--- config.mk ---
export PLATFORM = sky130hd
export DESIGN_NAME = decodeUnit
export DESIGN_NICKNAME = d
export VERILOG_FILES = /design/src/source/ctrlPkg.sv /design/src/source/isaPkg.sv /design/src/source/decodeUnit.sv /design/src/source/ctrlAssembler.sv /design/src/source/immGen.sv /design/src/source/mainDecoder.sv /design/src/source/stageReg.sv
export VERILOG_INCLUDE_DIRS = /design/src /design/src/source
export SDC_FILE = /design/constraint.sdc
export NUM_CORES = 1
export LEC_CHECK = 0
export BUFFER_PORTS_ARGS = -buffer_cell sky130_fd_sc_hd__buf_2
export CORE_MARGIN = 2
export CORE_UTILIZATION = 40
export CTS_BUF_LIST = sky130_fd_sc_hd__clkbuf_2
export DETAILED_ROUTE_END_ITERATION = 10
export PLACE_DENSITY = 0.72
export SLEW_MARGIN = 30
export SYNTH_ARGS = -nofsm -noshare
export SYNTH_HDL_FRONTEND = slang
export SYNTH_SLANG_ARGS = --single-unit
--- constraint.sdc ---
create_clock -name clk -period 5.45 [get_ports clk]
set_input_delay 0.8175 -clock clk [delete_from_list [all_inputs] [get_ports clk]]
set_output_delay 0.8175 -clock clk [all_outputs]
set_load 0.02 [all_outputs]
--- src/source/rv64_settings.svh ---
`ifndef RV64_SETTINGS_SVH
`define RV64_SETTINGS_SVH

// integer register and immediate width
`define XLEN 64

// uncompressed instruction word
`define ILEN 32

// architectural register index
`define REGW 5

`endif
--- src/source/ctrlPkg.sv ---
`include "rv64_settings.svh"

package ctrlPkg;

    typedef enum logic [2:0] {
        excNone       = 3'b000,
        excBreakpoint = 3'b001,
        excEcallU     = 3'b010,
        excEcallS     = 3'b011,
        excIllegal    = 3'b100,
        excEcallM     = 3'b101
    } excCauseT;

    // source of the register write-back value
    typedef enum logic [1:0] {
        selNormal = 2'b00,
        selImm    = 2'b01,
        selPcImm  = 2'b10,
        selPc4    = 2'b11
    } regSelT;

    typedef enum logic [1:0] {
        memNone     = 2'b00,
        memUnsigned = 2'b01,
        memSigned   = 2'b11
    } memReadT;

    // byte lane mask, upper bits fill in as the access widens
    typedef enum logic [2:0] {
        sizeByte   = 3'b000,
        sizeHalf   = 3'b001,
        sizeWord   = 3'b011,
        sizeDouble = 3'b111
    } memSizeT;

    typedef enum logic [2:0] {
        brNone   = 3'b000,
        brEq     = 3'b001,
        brGeu    = 3'b010,
        brNe     = 3'b011,
        brGe     = 3'b100,
        brLt     = 3'b101,
        brLtu    = 3'b110,
        brAlways = 3'b111
    } branchCondT;

    typedef enum logic [1:0] {
        aluOpAdd    = 2'b00,
        aluOpBranch = 2'b01,
        aluOpReg    = 2'b10,
        aluOpImm    = 2'b11
    } aluOpT;

    // encoded as {funct7[5], funct3} so decode can build it directly
    typedef enum logic [3:0] {
        aluAdd   = 4'b0000,
        aluSll   = 4'b0001,
        aluSlt   = 4'b0010,
        aluSltu  = 4'b0011,
        aluXor   = 4'b0100,
        aluSrl   = 4'b0101,
        aluOr    = 4'b0110,
        aluAnd   = 4'b0111,
        aluSub   = 4'b1000,
        aluSra   = 4'b1101,
        aluPassB = 4'b1111
    } aluCtrlT;

    typedef struct packed {
        excCauseT except;
        logic wordOp;
        regSelT regSel;
        logic aluSrc;
        logic memToReg;
        logic regWrite;
        memReadT memRead;
        logic memWrite;
        memSizeT memSize;
        branchCondT branchCond;
        aluOpT aluOp;
        aluCtrlT aluCtrl;
        logic [`XLEN-1:0] imm;
        logic [`REGW-1:0] rs1;
        logic [`REGW-1:0] rs2;
        logic [`REGW-1:0] rd;
    } decodedBundleT;

endpackage

--- src/source/isaPkg.sv ---
`include "rv64_settings.svh"

package isaPkg;

    // major opcodes, instr[6:0]
    typedef enum logic [6:0] {
        opLoad    = 7'b0000011,
        opStore   = 7'b0100011,
        opBranch  = 7'b1100011,
        opOp      = 7'b0110011,
        opOp32    = 7'b0111011,
        opOpImm   = 7'b0010011,
        opOpImm32 = 7'b0011011,
        opLui     = 7'b0110111,
        opAuipc   = 7'b0010111,
        opJal     = 7'b1101111,
        opJalr    = 7'b1100111,
        opSystem  = 7'b1110011
    } opcodeT;

    typedef enum logic [1:0] {
        privU = 2'b00,
        privS = 2'b01,
        privM = 2'b11
    } privT;

    // immediate layouts, R has none
    typedef enum logic [2:0] {fmtR, fmtI, fmtS, fmtB, fmtU, fmtJ} instFmtT;

    // branch conditions
    localparam logic [2:0] f3Beq = 3'b000;
    localparam logic [2:0] f3Bne = 3'b001;
    localparam logic [2:0] f3Blt = 3'b100;
    localparam logic [2:0] f3Bge = 3'b101;
    localparam logic [2:0] f3Bltu = 3'b110;
    localparam logic [2:0] f3Bgeu = 3'b111;

    // would be an unsigned doubleword load, not in RV64I
    localparam logic [2:0] f3LoadRsvd = 3'b111;

    // ops whose funct7[5] selects the alternate form
    localparam logic [2:0] f3AddSub = 3'b000;
    localparam logic [2:0] f3SrlSra = 3'b101;

    // jalr and the privileged group both require zero
    localparam logic [2:0] f3Zero = 3'b000;

    localparam logic [11:0] f12Ecall = 12'h000;
    localparam logic [11:0] f12Ebreak = 12'h001;

    typedef struct packed {
        logic [`ILEN-1:0] instr;
        privT priv;
    } fetchBundleT;

endpackage

--- src/source/decodeUnit.sv ---
`timescale 1ns/1ps
`include "rv64_settings.svh"

module decodeUnit
    import isaPkg::*, ctrlPkg::*;
(
    input  logic             clk,
    input  logic             rstN,
    input  logic             instValid,
    output logic             instReady,
    input  logic [`ILEN-1:0] instr,
    input  privT             priv,
    output logic             decValid,
    input  logic             decReady,
    output excCauseT         except,
    output logic             wordOp,
    output regSelT           regSel,
    output logic             aluSrc,
    output logic             memToReg,
    output logic             regWrite,
    output memReadT          memRead,
    output logic             memWrite,
    output memSizeT          memSize,
    output branchCondT       branchCond,
    output aluOpT            aluOp,
    output aluCtrlT          aluCtrl,
    output logic [`XLEN-1:0] imm,
    output logic [`REGW-1:0] rs1,
    output logic [`REGW-1:0] rs2,
    output logic [`REGW-1:0] rd
);

    fetchBundleT      fetchIn;
    fetchBundleT      fetchQ;
    logic             fetchValid;
    logic             fetchReady;
    decodedBundleT    decNext;
    decodedBundleT    decQ;
    excCauseT         rawExcept;
    regSelT           rawRegSel;
    memReadT          rawMemRead;
    memSizeT          rawMemSize;
    branchCondT       rawBranchCond;
    aluOpT            rawAluOp;
    logic             rawWordOp;
    logic             rawAluSrc;
    logic             rawMemToReg;
    logic             rawRegWrite;
    logic             rawMemWrite;
    logic [`XLEN-1:0] rawImm;

    assign fetchIn = '{instr: instr, priv: priv};

    stageReg #(.payloadT(fetchBundleT)) fetchStage_i (
        .clk(clk), .rstN(rstN),
        .inValid(instValid), .inReady(instReady), .inData(fetchIn),
        .outValid(fetchValid), .outReady(fetchReady), .outData(fetchQ)
    );

    mainDecoder mainDecoder_i (
        .instr(fetchQ.instr), .priv(fetchQ.priv), .except(rawExcept),
        .wordOp(rawWordOp), .regSel(rawRegSel), .aluSrc(rawAluSrc),
        .memToReg(rawMemToReg), .regWrite(rawRegWrite), .memRead(rawMemRead),
        .memWrite(rawMemWrite), .memSize(rawMemSize), .branchCond(rawBranchCond),
        .aluOp(rawAluOp)
    );

    immGen immGen_i (.instr(fetchQ.instr), .imm(rawImm));

    ctrlAssembler ctrlAssembler_i (
        .instr(fetchQ.instr), .except(rawExcept), .wordOp(rawWordOp),
        .regSel(rawRegSel), .aluSrc(rawAluSrc), .memToReg(rawMemToReg),
        .regWrite(rawRegWrite), .memRead(rawMemRead), .memWrite(rawMemWrite),
        .memSize(rawMemSize), .branchCond(rawBranchCond), .aluOp(rawAluOp),
        .imm(rawImm), .bundle(decNext)
    );

    stageReg #(.payloadT(decodedBundleT)) decodeStage_i (
        .clk(clk), .rstN(rstN),
        .inValid(fetchValid), .inReady(fetchReady), .inData(decNext),
        .outValid(decValid), .outReady(decReady), .outData(decQ)
    );

    // registered bundle out to loose ports
    assign except = decQ.except;
    assign wordOp = decQ.wordOp;
    assign regSel = decQ.regSel;
    assign aluSrc = decQ.aluSrc;
    assign memToReg = decQ.memToReg;
    assign regWrite = decQ.regWrite;
    assign memRead = decQ.memRead;
    assign memWrite = decQ.memWrite;
    assign memSize = decQ.memSize;
    assign branchCond = decQ.branchCond;
    assign aluOp = decQ.aluOp;
    assign aluCtrl = decQ.aluCtrl;
    assign imm = decQ.imm;
    assign rs1 = decQ.rs1;
    assign rs2 = decQ.rs2;
    assign rd = decQ.rd;

endmodule

--- src/source/ctrlAssembler.sv ---
`timescale 1ns/1ps
`include "rv64_settings.svh"

module ctrlAssembler
    import isaPkg::*, ctrlPkg::*;
(
    input  logic [`ILEN-1:0] instr,
    input  excCauseT         except,
    input  logic             wordOp,
    input  regSelT           regSel,
    input  logic             aluSrc,
    input  logic             memToReg,
    input  logic             regWrite,
    input  memReadT          memRead,
    input  logic             memWrite,
    input  memSizeT          memSize,
    input  branchCondT       branchCond,
    input  aluOpT            aluOp,
    input  logic [`XLEN-1:0] imm,
    output decodedBundleT    bundle
);

    logic [2:0] funct3;
    logic       altOp;
    logic       faulted;
    aluCtrlT    aluCtrl;

    assign funct3 = instr[14:12];
    // funct7[5], also bit 10 of the shift-immediate field
    assign altOp = instr[30];
    assign faulted = (except != excNone);

    always_comb begin
        case (aluOp)
            aluOpAdd:    aluCtrl = (regSel == selImm) ? aluPassB : aluAdd;
            aluOpBranch: aluCtrl = aluSub;
            aluOpReg: begin
                aluCtrl = aluCtrlT'({altOp && (funct3 == f3AddSub || funct3 == f3SrlSra),
                                     funct3});
            end
            default: aluCtrl = aluCtrlT'({altOp && funct3 == f3SrlSra, funct3});
        endcase
        // loads and stores are the only memory users and neither pairs with the other
        assert (!(regWrite === 1'b1 && memWrite === 1'b1));
    end

    always_comb begin
        bundle.except = except;
        bundle.wordOp = wordOp;
        bundle.regSel = regSel;
        bundle.aluSrc = aluSrc;
        bundle.memToReg = memToReg;
        // a trapping instruction must leave no architectural trace
        bundle.regWrite = regWrite && !faulted;
        bundle.memRead = faulted ? memNone : memRead;
        bundle.memWrite = memWrite && !faulted;
        bundle.memSize = memSize;
        bundle.branchCond = branchCond;
        bundle.aluOp = aluOp;
        bundle.aluCtrl = aluCtrl;
        bundle.imm = imm;
        bundle.rs1 = instr[19:15];
        bundle.rs2 = instr[24:20];
        bundle.rd = instr[11:7];
    end

endmodule

--- src/source/immGen.sv ---
`timescale 1ns/1ps
`include "rv64_settings.svh"

module immGen
    import isaPkg::*;
(
    input  logic [`ILEN-1:0] instr,
    output logic [`XLEN-1:0] imm
);

    logic [6:0] opcode;
    logic       signBit;
    instFmtT    fmt;

    assign opcode = instr[6:0];
    // all formats keep the sign in bit 31
    assign signBit = instr[31];

    always_comb begin
        case (opcode)
            opLoad, opOpImm, opOpImm32, opJalr: fmt = fmtI;
            opStore:                            fmt = fmtS;
            opBranch:                           fmt = fmtB;
            opLui, opAuipc:                     fmt = fmtU;
            opJal:                              fmt = fmtJ;
            default:                            fmt = fmtR;
        endcase
    end

    always_comb begin
        case (fmt)
            fmtI: imm = {{(`XLEN-12){signBit}}, instr[31:20]};
            fmtS: imm = {{(`XLEN-12){signBit}}, instr[31:25], instr[11:7]};
            fmtB: begin
                imm = {{(`XLEN-13){signBit}}, instr[31], instr[7], instr[30:25],
                       instr[11:8], 1'b0};
            end
            fmtU: imm = {{(`XLEN-32){signBit}}, instr[31:12], 12'b0};
            fmtJ: begin
                imm = {{(`XLEN-21){signBit}}, instr[31], instr[19:12], instr[20],
                       instr[30:21], 1'b0};
            end
            default: imm = '0;
        endcase
    end

endmodule

--- src/source/mainDecoder.sv ---
`timescale 1ns/1ps
`include "rv64_settings.svh"

module mainDecoder
    import isaPkg::*, ctrlPkg::*;
(
    input  logic [`ILEN-1:0] instr,
    input  privT             priv,
    output excCauseT         except,
    output logic             wordOp,
    output regSelT           regSel,
    output logic             aluSrc,
    output logic             memToReg,
    output logic             regWrite,
    output memReadT          memRead,
    output logic             memWrite,
    output memSizeT          memSize,
    output branchCondT       branchCond,
    output aluOpT            aluOp
);

    logic [6:0]  opcode;
    logic [2:0]  funct3;
    logic [11:0] funct12;

    assign opcode = instr[6:0];
    assign funct3 = instr[14:12];
    assign funct12 = instr[31:20];

    // low two funct3 bits give the access width for loads and stores
    function automatic memSizeT sizeFromF3(input logic [1:0] sz);
        case (sz)
            2'b00:   return sizeByte;
            2'b01:   return sizeHalf;
            2'b10:   return sizeWord;
            default: return sizeDouble;
        endcase
    endfunction

    always_comb begin
        except = excNone;
        wordOp = 1'b0;
        regSel = selNormal;
        aluSrc = 1'b0;
        memToReg = 1'b0;
        regWrite = 1'b0;
        memRead = memNone;
        memWrite = 1'b0;
        memSize = sizeByte;
        branchCond = brNone;
        aluOp = aluOpAdd;
        case (opcode)
            opBranch: begin
                aluOp = aluOpBranch;
                case (funct3)
                    f3Beq:   branchCond = brEq;
                    f3Bne:   branchCond = brNe;
                    f3Blt:   branchCond = brLt;
                    f3Bge:   branchCond = brGe;
                    f3Bltu:  branchCond = brLtu;
                    f3Bgeu:  branchCond = brGeu;
                    default: except = excIllegal;
                endcase
            end
            opOp, opOp32: begin
                regWrite = 1'b1;
                aluOp = aluOpReg;
                wordOp = (opcode == opOp32);
            end
            opOpImm, opOpImm32: begin
                aluSrc = 1'b1;
                regWrite = 1'b1;
                aluOp = aluOpImm;
                wordOp = (opcode == opOpImm32);
            end
            opLoad: begin
                aluSrc = 1'b1;
                memToReg = 1'b1;
                regWrite = 1'b1;
                memRead = funct3[2] ? memUnsigned : memSigned;
                memSize = sizeFromF3(funct3[1:0]);
                if (funct3 == f3LoadRsvd) begin
                    except = excIllegal;
                end
            end
            opStore: begin
                aluSrc = 1'b1;
                memWrite = 1'b1;
                memSize = sizeFromF3(funct3[1:0]);
                // no store wider than a doubleword
                if (funct3[2]) begin
                    except = excIllegal;
                end
            end
            opLui, opAuipc: begin
                aluSrc = 1'b1;
                regWrite = 1'b1;
                regSel = (opcode == opLui) ? selImm : selPcImm;
            end
            opJal, opJalr: begin
                regWrite = 1'b1;
                regSel = selPc4;
                branchCond = brAlways;
                aluOp = aluOpBranch;
                if (opcode == opJalr && funct3 != f3Zero) begin
                    except = excIllegal;
                end
            end
            opSystem: begin
                // csr ops, mret, sret and wfi all land on illegal
                except = excIllegal;
                if (funct3 == f3Zero && funct12 == f12Ebreak) begin
                    except = excBreakpoint;
                end else if (funct3 == f3Zero && funct12 == f12Ecall) begin
                    case (priv)
                        privU:   except = excEcallU;
                        privS:   except = excEcallS;
                        privM:   except = excEcallM;
                        default: except = excIllegal;
                    endcase
                end
            end
            default: except = excIllegal;
        endcase
    end

endmodule

--- src/source/stageReg.sv ---
`timescale 1ns/1ps

module stageReg #(
    parameter type payloadT = logic [31:0]
) (
    input  logic    clk,
    input  logic    rstN,
    input  logic    inValid,
    output logic    inReady,
    input  payloadT inData,
    output logic    outValid,
    input  logic    outReady,
    output payloadT outData
);

    logic    fullQ;
    payloadT dataQ;

    // take a new item when empty or when the held one leaves this edge
    assign inReady = !fullQ || outReady;

    always_ff @(posedge clk) begin
        if (!rstN) begin
            fullQ <= 1'b0;
        end else if (inReady) begin
            fullQ <= inValid;
        end
    end

    always_ff @(posedge clk) begin
        if (inValid && inReady) begin
            dataQ <= inData;
        end
    end

    assign outValid = fullQ;
    assign outData = dataQ;

    // a stalled item must not change under the consumer
    holdStable: assert property (@(posedge clk) disable iff (!rstN)
        outValid && !outReady |=> outValid && $stable(outData));

    emptyAfterReset: assert property (@(posedge clk) !rstN |=> !outValid);

endmodule

==> run_results.csv <==
group,metric,value,unit
critical_path,crit_fanout,33,
worst_hold_path,hold_class,"in2reg",
routing,antenna_left,0,
critical_path,crit_family,"flip-flops",
logic_synthesis,async_reset_ff_frac,0,
critical_path,cp.arrival,1.65,ns
routing,drc,0,
placement,port_buffers,142,
global_route,overflow,0,
finish,num-nets-final,455,
clock_tree,cts-buffers-inserted,9,
die,fp.dieH,109.4,um
die,die_x,109.4,um
critical_path,cp-end-kind,"output port",
routing,wl_per_cell,15.98,um
finish,drive_gt1_frac,0.3967,
power_and_ir_drop,leakage,2.060,nW
sta,final.setup.tns,0,ns
finish,fin_area,5105,um^2
routing,num_vias,2800,
logic_synthesis,ys_warn_count,0,
critical_path,critPathLaunchType,"register",
die,io_pins,143,
critical_path,worst_path_max_delay_cell,"edfxtp_1",
placement,placed_area,5026,um^2
logic_synthesis,yosysMostFrequentCell,"edfxtp_1",
logic_synthesis,synthDistinctLibCells,47,
clock_tree,hold_buffers,0,
placement,place_inst,546,
status,status,"complete, no violations",
die,coreArea,10840,um^2
finish,stdcell_count,562,
logic_synthesis,ys_seq_elements,107,
critical_path,path_class,"reg2out",
logic_synthesis,synth-main-ff-cell,"edfxtp_1",
die,row_count,38,
sta,slew_violations,0,
logic_synthesis,synthesis.nets,347,
sta,skew,0.02561,ns
routing,vias_per_cell,4.982,
global_route,first_global_vias,2632,
clock_tree,ctsResizeCount,0,
clock_tree,clk_pin_slew,0.26,ns
logic_synthesis,yosysSeqAreaShare,0.7181,
sta,fin_crit,2.471,ns
critical_path,path_buf_inv,1,
sta,rsz0062_at_grt,"no",
global_route,antenna_found_initial,1,
finish,areaGrowthSynthToFinish,14.80,%
routing,routed_wl,8982,um
logic_synthesis,synth-edff-count,105,
sta,finalSetupViolations,0,
logic_synthesis,synth.top_cells.by_area,"edfxtp_1 71%, buf_4 5.4%, nand2_1 2.9%",
sta,min_period_over_period,0.4533,
logic_synthesis,synthesis.area,4447,um^2
sta,fmax,0.4048,GHz
clock_tree,cts_sinks,107,
power_and_ir_drop,ir_drop,0.0001109,V
logic_synthesis,post_synth.cell_area_avg,14.39,um^2
placement,routabilityCongestion,0.8702,
run,max_cap_violations,0,
logic_synthesis,yosys-top-cells-count,"105 x edfxtp_1, 34 x nand2_1, 32 x buf_4",
routing,drt_iter0_drc,277,
critical_path,crit_chain,"buf_2",
clock_tree,clk_path_buf_depth,2,
logic_synthesis,synth_top_cell_area_share,0.7091,
critical_path,crit_path_max_incr_delay,0.82,ns
logic_synthesis,syn_inst,309,
sta,worstMarginPinSlew,0.9259,ns
clock_tree,worstSkewPairLatency,0.55,ns
sta,hold_viol_final,0,
placement,dp_hpwl,6321,um
clock_tree,tritoncts,"built",
clock_tree,cts_setup_buffers,0,
global_route,grt_pass1_wl,13280,um
clock_tree,htreeDepth,3,
critical_path,worstPathRequired,4.63,ns
clock_tree,cts-root-buf,"clkbuf_2",
logic_synthesis,synth_top_area_cell,"edfxtp_1",
global_route,grt_use_total,0.1501,
sta,max_slew_margin,0.3804,
die,initial_core_util,0.4102,
die,dieArea,11980,um^2
global_route,grt_max_degree,72,
power_and_ir_drop,powerDensity,280.9,nW/um^2
routing,firstDrtPassIters,4,
-- routing by layer --
layer	share of wire	up-vias	global-route usage
met2	0.47	138	0.2306
met1	0.42	1309	0.1877
met4	0.022	0	0.08409
met3	0.092	20	0.04801
li1	-	1333	-
met5	0	-	0
-- report_power, final --
part           internal (mW)  total (mW)  leakage (nW)  switching, mW
clock network         0.0611       0.298        0.0555          0.237
logic                 0.0510       0.154          1.02          0.103
registers              0.951       0.982         0.987         0.0310
total                   1.06        1.43          2.06          0.371
-- sequential cells by signal, indices dropped and copies added (netlist names) --
| register | count |
|---|---|
| fetchStage_i.outData | 34 |
| decodeStage_i.outData | 71 |
| fetchStage_i.outValid | 1 |
| decodeStage_i.outValid | 1 |
-- final cells by class --
cell class / instances / area, um^2
antenna: 1 / 2.502
clock buffer: 12 / 60.06
fill: 986 / 5736
clock inverter: 3 / 16.27
tap: 140 / 175.2
inverter: 4 / 15.01
timing repair buffer: 143 / 718.2
sequential: 107 / 3193
multi-input combinational: 152 / 924.6
-- cell usage in the layout, fill, tap and decap left out, types with 5 or more instances in the layout --
master	synthesis	final
nand2_1	34	34
a21oi_1	6	6
and2_1	11	10
nor2b_1	6	5
nand2b_1	6	6
a21o_1	13	13
nor3_1	6	6
clkbuf_2	1	12
buf_2	5	142
edfxtp_1	105	105
nor2_1	11	11
o21ai_0	11	11
-- worst reg2reg max path, stage by stage (launching register included) --
cell and delay [ns]:
edfxtp_1 0.72, nand4b_1 0.40, nor2_1 0.77, nand2_1 0.23, nand2_1 0.13
-- metrics by stage --
stage | power [mW] | hold WS (ns) | util | setup slack [ns]
global route | 1.492 | 0.3482 | 0.4709 | 2.643
floorplan | 1.109 | 0.4262 | - | 0.8899
global placement | 1.152 | 0.4300 | 0.4636 | 3.163
CTS | 1.450 | 0.3498 | 0.4707 | 2.881
detailed placement | 1.157 | 0.4337 | 0.4636 | 3.106
finish | 1.434 | 0.4162 | 0.4709 | 2.979
-- cell families after synthesis --
logic type / Yosys count / synth area share
AOI/OAI and AO/OA: 55 / 0.08836
buffers and inverters: 50 / 0.07597
DFF: 107 / 0.7181
and+or+nand+nor: 97 / 0.1176
-- final timing paths --
check                       startpoint                         to  slack (ns)  cells after the start
max          decodeStage_i.outData[77]                    imm[45]        2.98                      1
min                          instr[25]   fetchStage_i.outData[27]        0.42                      1
max reg2reg    fetchStage_i.outData[8]  decodeStage_i.outData[97]        3.09                      4
min reg2reg   fetchStage_i.outData[17]  decodeStage_i.outData[10]        0.48                      0
Power figures use the tool's default switching activity.
